==> config.mk <==
export PLATFORM = sky130hd
export DESIGN_NAME = mac_glue_top
export DESIGN_NICKNAME = d
export VERILOG_FILES = /design/src/source/mac_glue_pkg.sv /design/src/source/download_control.sv /design/src/source/floppy_status.sv /design/src/source/mac_glue_top.sv /design/src/source/reset_sequencer.sv /design/src/source/sdram_port_mux.sv
export SDC_FILE = /design/constraint.sdc
export NUM_CORES = 1
export LEC_CHECK = 0
export ABC_CLOCK_PERIOD_IN_PS = 3300
export BUFFER_PORTS_ARGS = -buffer_cell sky130_fd_sc_hd__buf_2
export CAP_MARGIN = 20
export CORE_UTILIZATION = 46
export CTS_CLUSTER_DIAMETER = 120
export DETAILED_ROUTE_END_ITERATION = 8
export PLACE_DENSITY = 0.87
export SYNTH_ARGS = -nofsm -noshare
export SYNTH_HDL_FRONTEND = slang
export SYNTH_SLANG_ARGS = --single-unit
==> constraint.sdc <==
create_clock -name clk_sys -period 3.3 [get_ports clk_sys]
set_clock_uncertainty 0.05 [all_clocks]
set_input_delay 0.66 -clock clk_sys [delete_from_list [all_inputs] [get_ports clk_sys]]
set_output_delay 0.66 -clock clk_sys [all_outputs]
set_load 0.05 [all_outputs]
==> src/source/mac_glue_pkg.sv <==
// Shared widths, download states and memory map constants for the Mac Plus system glue RTL
package mac_glue_pkg;

	// ==============================
	// Data and address widths
	// ==============================

	// One SDRAM or host data word
	typedef logic [15:0] word_t;
	// SDRAM word address
	typedef logic [24:0] sdram_addr_t;
	// Chipset memory byte address
	typedef logic [21:0] mem_addr_t;
	// Host download byte address
	typedef logic [24:0] ioctl_addr_t;
	// Staged word address inside the ROM and disk region
	typedef logic [20:0] dio_addr_t;
	// Download length in words
	typedef logic [23:0] img_words_t;
	// Download target where 0 is ROM, 1 the internal and 2 the external floppy
	typedef logic [7:0] dl_index_t;

	// Download handshake states
	typedef enum logic [1:0] {
		DL_IDLE    = 2'd0,
		DL_PENDING = 2'd1,
		DL_ARMED   = 2'd2
	} dl_state_t;

	// ==============================
	// Memory map and image sizes
	// ==============================

	// 800K double sided floppy in words
	localparam img_words_t IMG_WORDS_DS = 24'd409600;
	// 400K single sided floppy in words
	localparam img_words_t IMG_WORDS_SS = 24'd204800;
	// ROM and download data live above RAM
	localparam logic [3:0] ROM_REGION_TAG = 4'b0001;

endpackage

==> src/source/download_control.sv <==
// Host download staging that byte swaps words, maps addresses and paces writes with the bus slot
`timescale 1ns/1ps

module download_control (
	input  logic                     clk_sys,
	input  logic                     rst,
	input  logic                     dl_active,
	input  mac_glue_pkg::dl_index_t   dl_index,
	input  logic                     ioctl_wr,
	input  mac_glue_pkg::ioctl_addr_t ioctl_addr,
	input  mac_glue_pkg::word_t       ioctl_data,
	input  logic                     dio_slot,
	output logic                     ioctl_wait,
	output mac_glue_pkg::dio_addr_t   dio_a,
	output mac_glue_pkg::word_t       dio_data,
	output logic                     dio_write,
	output logic                     download_cycle,
	output logic                     dl_done,
	output mac_glue_pkg::img_words_t  dl_words
);

	mac_glue_pkg::dl_state_t  dl_state;
	// Slot and download flags from the previous cycle
	logic                    slot_d;
	logic                    dl_active_d;
	// Host byte address as a word address
	mac_glue_pkg::img_words_t word_addr;

	assign word_addr = ioctl_addr[24:1];

	// ==============================
	// Handshake FSM
	// ==============================

	always_ff @(posedge clk_sys) begin
		if (rst) begin
			dl_state    <= mac_glue_pkg::DL_IDLE;
			slot_d      <= 1'b0;
			dl_active_d <= 1'b0;
		end else begin
			slot_d      <= dio_slot;
			dl_active_d <= dl_active;
			case (dl_state)
				// Word accepted from the host
				mac_glue_pkg::DL_IDLE:
					if (ioctl_wr) dl_state <= mac_glue_pkg::DL_PENDING;
				// Arm only outside the slot so a whole slot sees the write
				mac_glue_pkg::DL_PENDING:
					if (!dio_slot) dl_state <= mac_glue_pkg::DL_ARMED;
				// Falling slot edge means the SDRAM took the word
				mac_glue_pkg::DL_ARMED:
					if (slot_d && !dio_slot) dl_state <= mac_glue_pkg::DL_IDLE;
				default:
					dl_state <= mac_glue_pkg::DL_IDLE;
			endcase
		end
	end

	// Host is held off until the staged word is written
	assign ioctl_wait = (dl_state != mac_glue_pkg::DL_IDLE);
	assign dio_write  = (dl_state == mac_glue_pkg::DL_ARMED);

	// ==============================
	// Word staging
	// ==============================

	always_ff @(posedge clk_sys) begin
		if (ioctl_wr && dl_state == mac_glue_pkg::DL_IDLE) begin
			// Host sends bytes in the opposite order to the 68000
			dio_data <= {ioctl_data[7:0], ioctl_data[15:8]};
			// Floppy images go behind the ROM at word offsets 0x80000 and 0x100000
			if (dl_index[1:0] != 2'b00)
				dio_a <= {dl_index[1:0], word_addr[18:0]};
			else
				dio_a <= {2'b00, dl_index[6], word_addr[17:0]};
		end
		// Host leaves the address one past the final word, so this ends as the length
		if (dl_active)
			dl_words <= word_addr;
	end

	assign download_cycle = dl_active & dio_slot;
	// One cycle pulse at the end of a download
	assign dl_done        = dl_active_d & ~dl_active;

endmodule

==> src/source/floppy_status.sv <==
// Floppy image recognition by download length with eject, plus the disk activity LED stretcher
`timescale 1ns/1ps

module floppy_status #(
	parameter int ACT_HOLD = 64
) (
	input  logic                    clk_sys,
	input  logic                    rst,
	input  logic                    dl_done,
	input  mac_glue_pkg::dl_index_t  dl_index,
	input  mac_glue_pkg::img_words_t dl_words,
	input  logic [1:0]              disk_eject,
	input  logic [1:0]              disk_act_pulse,
	input  logic [1:0]              disk_motor,
	input  logic                    dl_active,
	output logic [1:0]              disk_inserted,
	output logic [1:0]              disk_double_sided,
	output logic                    led_user
);

	localparam int ACT_W = $clog2(ACT_HOLD + 1);

	// Remaining activity cycles
	logic [ACT_W-1:0] act_timer;
	logic             disk_act;

	// ==============================
	// Per drive image flags
	// ==============================

	// Drive 0 loads from index 1, drive 1 from index 2
	for (genvar d = 0; d < 2; d++) begin : g_drive
		logic img_ds;
		logic img_ss;

		always_ff @(posedge clk_sys) begin
			if (rst) begin
				img_ds <= 1'b0;
				img_ss <= 1'b0;
			end else if (disk_eject[d]) begin
				// Ejected by the OS
				img_ds <= 1'b0;
				img_ss <= 1'b0;
			end else if (dl_done && dl_index == mac_glue_pkg::dl_index_t'(d + 1)) begin
				// Unknown sizes leave the drive empty
				img_ds <= (dl_words == mac_glue_pkg::IMG_WORDS_DS);
				img_ss <= (dl_words == mac_glue_pkg::IMG_WORDS_SS);
			end
		end

		assign disk_double_sided[d] = img_ds;
		assign disk_inserted[d]     = img_ds | img_ss;
	end

	// ==============================
	// Activity LED
	// ==============================

	always_ff @(posedge clk_sys) begin
		if (rst)
			act_timer <= '0;
		else if (|disk_act_pulse)
			act_timer <= ACT_W'(ACT_HOLD);
		else if (act_timer != '0)
			act_timer <= act_timer - 1'b1;
	end

	assign disk_act = (act_timer != '0);
	// LED blinks against the motor state, solid during a download
	assign led_user = dl_active | (disk_act ^ (|disk_motor));

endmodule

==> src/source/mac_glue_top.sv <==
// Top level of the Mac Plus system glue, wiring reset, download, floppy and SDRAM port blocks
`timescale 1ns/1ps

module mac_glue_top #(
	parameter int RESET_HOLD = 16,
	parameter int ACT_HOLD   = 64
) (
	input  logic                     clk_sys,
	input  logic                     rst,
	// Reset requests and machine selections
	input  logic                     user_reset,
	input  logic                     cpu_reset_req,
	input  logic                     sel_mem_4mb,
	input  logic                     sel_model_se,
	output logic                     sys_reset_n,
	output logic                     cfg_mem_4mb,
	output logic                     cfg_model_se,
	// Host download
	input  logic                     dl_active,
	input  mac_glue_pkg::dl_index_t   dl_index,
	input  logic                     ioctl_wr,
	input  mac_glue_pkg::ioctl_addr_t ioctl_addr,
	input  mac_glue_pkg::word_t       ioctl_data,
	output logic                     ioctl_wait,
	input  logic                     dio_slot,
	// Floppy drives
	input  logic [1:0]               disk_eject,
	input  logic [1:0]               disk_act_pulse,
	input  logic [1:0]               disk_motor,
	output logic [1:0]               disk_inserted,
	output logic [1:0]               disk_double_sided,
	output logic                     led_user,
	// Chipset memory side
	input  mac_glue_pkg::mem_addr_t   mem_addr,
	input  mac_glue_pkg::word_t       mem_wdata,
	input  logic                     uds_n,
	input  logic                     lds_n,
	input  logic                     rom_oe_n,
	input  logic                     ram_oe_n,
	input  logic                     ram_we_n,
	input  logic                     disk_ack,
	output mac_glue_pkg::word_t       cpu_rdata,
	// SDRAM controller side
	input  mac_glue_pkg::word_t       sdram_rdata,
	output mac_glue_pkg::sdram_addr_t sdram_addr,
	output mac_glue_pkg::word_t       sdram_din,
	output logic [1:0]               sdram_ds,
	output logic                     sdram_we,
	output logic                     sdram_oe
);

	// Staged download word
	mac_glue_pkg::dio_addr_t  dio_a;
	mac_glue_pkg::word_t      dio_data;
	logic                    dio_write;
	logic                    download_cycle;
	// End of download and its length
	logic                    dl_done;
	mac_glue_pkg::img_words_t dl_words;

	reset_sequencer #(.RESET_HOLD(RESET_HOLD)) u_reset_sequencer (
		.clk_sys(clk_sys), .rst(rst), .user_reset(user_reset), .cpu_reset_req(cpu_reset_req),
		.sel_mem_4mb(sel_mem_4mb), .sel_model_se(sel_model_se), .sys_reset_n(sys_reset_n),
		.cfg_mem_4mb(cfg_mem_4mb), .cfg_model_se(cfg_model_se)
	);

	download_control u_download_control (
		.clk_sys(clk_sys), .rst(rst), .dl_active(dl_active), .dl_index(dl_index),
		.ioctl_wr(ioctl_wr), .ioctl_addr(ioctl_addr), .ioctl_data(ioctl_data),
		.dio_slot(dio_slot), .ioctl_wait(ioctl_wait), .dio_a(dio_a), .dio_data(dio_data),
		.dio_write(dio_write), .download_cycle(download_cycle), .dl_done(dl_done),
		.dl_words(dl_words)
	);

	floppy_status #(.ACT_HOLD(ACT_HOLD)) u_floppy_status (
		.clk_sys(clk_sys), .rst(rst), .dl_done(dl_done), .dl_index(dl_index),
		.dl_words(dl_words), .disk_eject(disk_eject), .disk_act_pulse(disk_act_pulse),
		.disk_motor(disk_motor), .dl_active(dl_active), .disk_inserted(disk_inserted),
		.disk_double_sided(disk_double_sided), .led_user(led_user)
	);

	sdram_port_mux u_sdram_port_mux (
		.download_cycle(download_cycle), .dio_a(dio_a), .dio_data(dio_data),
		.dio_write(dio_write), .cfg_model_se(cfg_model_se), .mem_addr(mem_addr),
		.mem_wdata(mem_wdata), .uds_n(uds_n), .lds_n(lds_n), .rom_oe_n(rom_oe_n),
		.ram_oe_n(ram_oe_n), .ram_we_n(ram_we_n), .disk_ack(disk_ack),
		.sdram_rdata(sdram_rdata), .sdram_addr(sdram_addr), .sdram_din(sdram_din),
		.sdram_ds(sdram_ds), .sdram_we(sdram_we), .sdram_oe(sdram_oe), .cpu_rdata(cpu_rdata)
	);

endmodule

==> src/source/reset_sequencer.sv <==
// Reset sequencer that merges reset requests, stretches system reset and latches the configuration
`timescale 1ns/1ps

module reset_sequencer #(
	parameter int RESET_HOLD = 16
) (
	input  logic clk_sys,
	input  logic rst,
	input  logic user_reset,
	input  logic cpu_reset_req,
	input  logic sel_mem_4mb,
	input  logic sel_model_se,
	output logic sys_reset_n,
	output logic cfg_mem_4mb,
	output logic cfg_model_se
);

	localparam int CNT_W = $clog2(RESET_HOLD + 1);

	// Cycles left before the system leaves reset
	logic [CNT_W-1:0] hold_cnt;
	// Any source asking for a reset
	logic             reset_req;

	assign reset_req = rst | user_reset | cpu_reset_req;

	always_ff @(posedge clk_sys) begin
		if (reset_req) begin
			// Restart the hold period on every request cycle
			hold_cnt    <= CNT_W'(RESET_HOLD);
			sys_reset_n <= 1'b0;
		end else if (hold_cnt != '0) begin
			hold_cnt     <= hold_cnt - 1'b1;
			// Selections only take effect across a reset
			cfg_mem_4mb  <= sel_mem_4mb;
			cfg_model_se <= sel_model_se;
		end else begin
			// Hold period over
			sys_reset_n <= 1'b1;
		end
	end

endmodule

==> src/source/sdram_port_mux.sv <==
// Combinational SDRAM port select between download, ROM, RAM and disk reads with read data shaping
`timescale 1ns/1ps

module sdram_port_mux (
	input  logic                     download_cycle,
	input  mac_glue_pkg::dio_addr_t   dio_a,
	input  mac_glue_pkg::word_t       dio_data,
	input  logic                     dio_write,
	input  logic                     cfg_model_se,
	input  mac_glue_pkg::mem_addr_t   mem_addr,
	input  mac_glue_pkg::word_t       mem_wdata,
	input  logic                     uds_n,
	input  logic                     lds_n,
	input  logic                     rom_oe_n,
	input  logic                     ram_oe_n,
	input  logic                     ram_we_n,
	input  logic                     disk_ack,
	input  mac_glue_pkg::word_t       sdram_rdata,
	output mac_glue_pkg::sdram_addr_t sdram_addr,
	output mac_glue_pkg::word_t       sdram_din,
	output logic [1:0]               sdram_ds,
	output logic                     sdram_we,
	output logic                     sdram_oe,
	output mac_glue_pkg::word_t       cpu_rdata
);

	// Disk image bytes replicated into both halves
	mac_glue_pkg::word_t disk_byte;

	assign disk_byte = mem_addr[0] ? {sdram_rdata[7:0], sdram_rdata[7:0]}
	                               : {sdram_rdata[15:8], sdram_rdata[15:8]};

	// ==============================
	// Port select
	// ==============================

	always_comb begin
		if (download_cycle) begin
			// Whole words from the host
			sdram_addr = {mac_glue_pkg::ROM_REGION_TAG, dio_a};
			sdram_din  = dio_data;
			sdram_ds   = 2'b11;
			sdram_we   = dio_write;
			sdram_oe   = 1'b0;
			// Reads all ones so the screen stays dark
			cpu_rdata  = 16'hffff;
		end else begin
			if (!rom_oe_n)
				// Plus and SE ROMs sit side by side
				sdram_addr = {mac_glue_pkg::ROM_REGION_TAG, 2'b00, cfg_model_se,
				              mem_addr[18:1]};
			else
				// disk_ack selects the disk image window
				sdram_addr = {3'b000, disk_ack, mem_addr[21:1]};
			sdram_din = mem_wdata;
			sdram_ds  = {~uds_n, ~lds_n};
			sdram_we  = ~ram_we_n;
			sdram_oe  = ~ram_oe_n | ~rom_oe_n | disk_ack;
			// Disk reads are byte wide
			if (disk_ack)
				cpu_rdata = disk_byte;
			else
				cpu_rdata = sdram_rdata;
		end
	end

endmodule

After elaboration in Yosys (flattened, before gate mapping)
Cells that the tools add are included.
Storage, ports and cells
  register bits: 84
  bits of input ports: 124
  output and inout bits: 70
Operators by class
  $add $sub $neg: 2
  eq/ne operators: 9
  muxes and demuxes: 16
  bitwise operators: 17
  reduce and logical (&&, ||, !) cells: 18
Operators with widths (number)
  $mux 16: 4
  $mux 25: 1
  $eq 24x18->1 const B: 1
  $eq 24x19->1 const B: 1
  $mux 22: 1
  $mux 19: 1
  $mux 7: 2
  $eq 8x1->1 const B: 1
  $eq 8x2->1 const B: 1
  $mux 2: 4
  $reduce_or 2->1: 4
  $not 1->1: 7
  $or 1x1->1: 7
  $reduce_bool 7->1: 1
  $sub 7x1->7 const B: 1
  $ne 2x2->1 const B: 3
  $pmux 2 s3: 1
  $reduce_bool 2->1: 3
  $reduce_bool 5->1: 1
  $sub 5x1->5 const B: 1
  $logic_and 1x1->1: 4
  $reduce_and 3->1: 1
  $reduce_or 3->1: 1
  $and 1x1->1: 2
  other kinds (7): 8

Longest topological paths before layout
  word-level depth: 4
  depth in mapped cells: 6
  depth with buffers taken out: 5

By module
Synthesis repeated with hierarchy kept, for this count alone.
Second synthesis, totals
  cell total of the unflattened synthesis: 302
  area total of the unflattened synthesis: 3927.5 sq um
By module, submodules not included
  download_control: instances 1, cells each 83, area each 2019.4 sq um, sequential area each 1911.8 sq um
  sdram_port_mux: instances 1, cells each 105, area each 877.1 sq um, sequential area each 0.0 sq um
  floppy_status: instances 1, cells each 80, area each 685.7 sq um, sequential area each 220.2 sq um
  reset_sequencer: instances 1, cells each 34, area each 345.3 sq um, sequential area each 180.2 sq um

Worst setup path after synthesis
OpenSTA, ideal clock, no wires.
  path kind: input to output
  start point: input dio_slot
  end point: output sdram_addr[19]
  arrival: 2.279 ns
  required time: 2.590 ns
  path slack: 0.311 ns
  stages: 4
  path buffers: 2
  cell sequence: and2_1 buf_2 buf_2 o21ai_0
On the way
  longest elaborated chain between the ends: 2
Ends and longest elaborated chain
  start: declaration: line mac_glue_top.sv:25  | input logic dio_slot,
  $and 1x1->1: line download_control.sv:82  | assign download_cycle = dl_active & dio_slot;
  $mux 25: line sdram_port_mux.sv:38  | if (download_cycle) begin
  end: declaration: line mac_glue_top.sv:45  | output mac_glue_pkg::sdram_addr_t sdram_addr,
No other way between the ends.

Worst setup path after layout
  start point: register u_floppy_status.act_timer[0]
  end point: output led_user
On the way
  longest elaborated chain between the ends: 3
Ends and longest elaborated chain
  start: declaration: line floppy_status.sv:24  | logic [ACT_W-1:0] act_timer;
  start signal: assignment: line floppy_status.sv:63  | act_timer <= ACT_W'(ACT_HOLD);
  start signal: assignment: line floppy_status.sv:65  | act_timer <= act_timer - 1'b1;
  $reduce_bool 7->1: line floppy_status.sv:68  | assign disk_act = (act_timer != '0);
  $xor 1x1->1: line floppy_status.sv:70  | assign led_user = dl_active | (disk_act ^ (|disk_motor));
  $or 1x1->1: line floppy_status.sv:70
  end: declaration: line mac_glue_top.sv:32  | output logic led_user,
No other way between the ends.

==> reports/qor.yml <==
use_met2: 0.3580
cts.root.buffer_cell: "clkbuf_8"
drt-vias-per-instance: 5.076
worstHoldPathType: "flop to flop"
io-pin-count: 194
grt-ovfl-total: 0
yosys_warnings: 0
max_cap_violations: 0
met3_usage: 0.04680
synth_top_area_frac: 0.4998
setup_violations: 0
die_area_um2: 8595
antenna_found_initial: 0
dr.first_iter.drc_count: 77
final-instance-count-excl-fill: 607
power.density_nw_per_um2: 490.4
diodes: 0
drive_above_1_share: 0.4911
whs_path_depth: 1
min_period_ns: 2.921
synthCells: 315
globalRouteMet1Util: 0.2446
nets: 629
tritoncts: "yes"
grt_max_degree: 40
ys_seq_area_frac: 0.6109
rsz0062_at_grt: "no"
place_area_um2: 4813
clkLatencyLatePin_ns: 0.35
worstMarginPinSlew_ns: 0.7271
vdd_drop_max_mv: 0.3028
rr_worst_depth: 5
finalCritPeriodShare: 0.8850
vias: 3081
cp_max_fo: 7
yosysTopAreaCell: "edfxtp_1"
clkTransAtPathRegs_ns: 0.08
top_usage_layer: "met2"
start_kind: "flop"
synth_area_leaders: "edfxtp_1, dfxtp_1, mux2_2, nand2_1, nand3_1"
die_w_um: 92.71
dieHeight_um: 92.71
synth_edf_count: 63
async_flop_share: 0
dp_cells: 592
crit_type: "flop to output pin"
hold_buffers: 0
end_kind: "output pin"
core_area_um2: 7848
synthesis.area_um2: 3785
post_cts_buffers: 0
post_cts_resized: 0
port-buffer-count: 189
cts.sink_count: 84
wl_per_cell_um: 14.31
arrival_ns: 2.21
drv_slew: 0
fin_area_um2: 4986
rrSetupSlack_ns: 1.60
fmax_mhz: 342.4
grt_pass1_vias: 2820
ys_seq_elements: 84
dpl.hpwl_um: 6735
fin_setup_tns_ns: 0
outcome: "completed"
startpoint: "u_floppy_status.act_timer[0]"
synthTopCellsByCount: "edfxtp_1, nand2_1, mux2_2"
p_leak_nw: 2.182
start_util: 0.4823
routabilityCongestion: 0.7588
required_ns: 2.59
clk_path_buf_depth: 2
synthToLayoutAreaGrowth_pct: 31.74
cts_made_buffers: 9
synth_ff_type: "edfxtp_1"
avgSynthCellArea_um2: 12.02
drc: 0
slew_headroom: 0.5141
yosysUniqueCellTypes: 41
htree_num_levels: 3
yosysMostFrequentCell: "edfxtp_1"
wirelength_um: 8689
grtUsageTotal: 0.2038
ant_nets: 0
hold_violations: 0
r2r_end: "u_floppy_status.act_timer[3]"
row_count: 32
final_core_util: 0.6354
first_pass_iters: 4
timing.rr.start: "u_floppy_status.act_timer[0]"
endpoint: "led_user"
grt_pass1_wl_um: 13280
## layout by cell type (no fill, tap or decap), drive strengths merged, types with 2 or more instances in the layout
master    instances
o21ai             6
nor2             24
edfxtp           63
or2               4
xnor2             4
nor2b             6
or4b              3
nor4              5
o31ai             5
or3               3
ha                4
conb              3
buf             192
nor4bb            2
or4               2
dfxtp            21
nor3              6
a21oi             4
inv              10
clkbuf            9
clkinvlp          3
nand2            43
nor4b             3
nand3            21
and2              2
o311ai            4
mux2i             3
nand2b            4
nand4             2
mux2             35
nor3b             2
## cells by family (layout without fill, tap and decap cells)
group                    count (synthesis)  in the layout  share of synthesized area
AND/OR/NAND/NOR                        133            133                     0.1755
multiplexers                            38             38                     0.1121
flip-flops                              84             84                     0.6109
AO/OA/AOI/OAI                           24             24                    0.04331
XOR/XNOR                                 5              5                    0.01157
adder cells (fa/ha/maj)                  4              4                    0.01322
other                                    1              3                  0.0009908
buffers and inverters                   26            214                    0.03240
## metrics by stage
| step | setup slack [ns] | total power, mW | hold WS, ns |
|---|---|---|---|
| 6_report | 0.3795 | 2.445 | 0.4261 |
| 5_1_grt | 0.2392 | 2.554 | 0.4050 |
| 4_1_cts | 0.3654 | 2.470 | 0.4109 |
| 3_5_place_dp | 0.6940 | 1.821 | 0.4138 |
| 3_3_place_gp | 0.7385 | 1.804 | 0.3900 |
| 2_1_floorplan | 0.3107 | 1.646 | 0.3814 |
## flip-flops by register name, summed over array words and instances, names as in the netlist
signal                          flops
u_download_control.dl_words        24
u_download_control.dio_a           21
u_download_control.dio_data        16
u_floppy_status.act_timer           7
u_reset_sequencer.hold_cnt          5
u_download_control.dl_state         2
u_floppy_status.g_drive.img_ds      2
u_floppy_status.g_drive.img_ss      2
u_download_control.dl_active_d      1
u_download_control.slot_d           1
u_reset_sequencer.cfg_mem_4mb       1
u_reset_sequencer.cfg_model_se      1
u_reset_sequencer.sys_reset_n       1
## layer usage
metal  share of wire  up-vias
li1                -     1511
met1            0.41     1424
met2            0.51      134
met3           0.069       12
met4           0.013        0
met5               0        -
## area by class of cell
| class | instances | area [um2] |
|---|---|---|
| Inverter | 7 | 26.28 |
| Sequential cell | 84 | 2312 |
| Multi-Input combinational cell | 207 | 1366 |
| Timing Repair Buffer | 192 | 980.9 |
| Clock buffer | 9 | 123.9 |
| Fill cell | 634 | 2861 |
| Clock inverter | 6 | 48.80 |
| Tap cell | 102 | 127.6 |
## worst min path at each step
stage	startpoint	end	slack (ns)
after detailed placement	u_download_control.dl_state[1]	u_download_control.dl_state[0]	0.41
after global placement	u_download_control.dl_state[1]	u_download_control.dl_state[0]	0.39
final	u_download_control.dl_state[1]	u_download_control.dl_state[0]	0.43
after CTS	ioctl_data[1]	u_download_control.dio_data[9]	0.41
after floorplan	u_download_control.dl_state[1]	u_download_control.dl_state[0]	0.38
after global routing	ioctl_data[1]	u_download_control.dio_data[9]	0.41
## critical path, stage by stage, from the launching register on
cell and delay, ns:
dfxtp_1 0.34, inv_1 0.09, ha_1 0.16, or4b_1 0.55, or3_1 0.39, nand3_1 0.08, buf_2 0.26
## power breakdown
part / switching [mW] / leakage, nW / internal [mW]
Sequential: 0.0257 / 0.778 / 1.21
Combinational: 0.382 / 1.32 / 0.176
Clock: 0.374 / 0.0787 / 0.277
(Power assumes the default switching activity.)
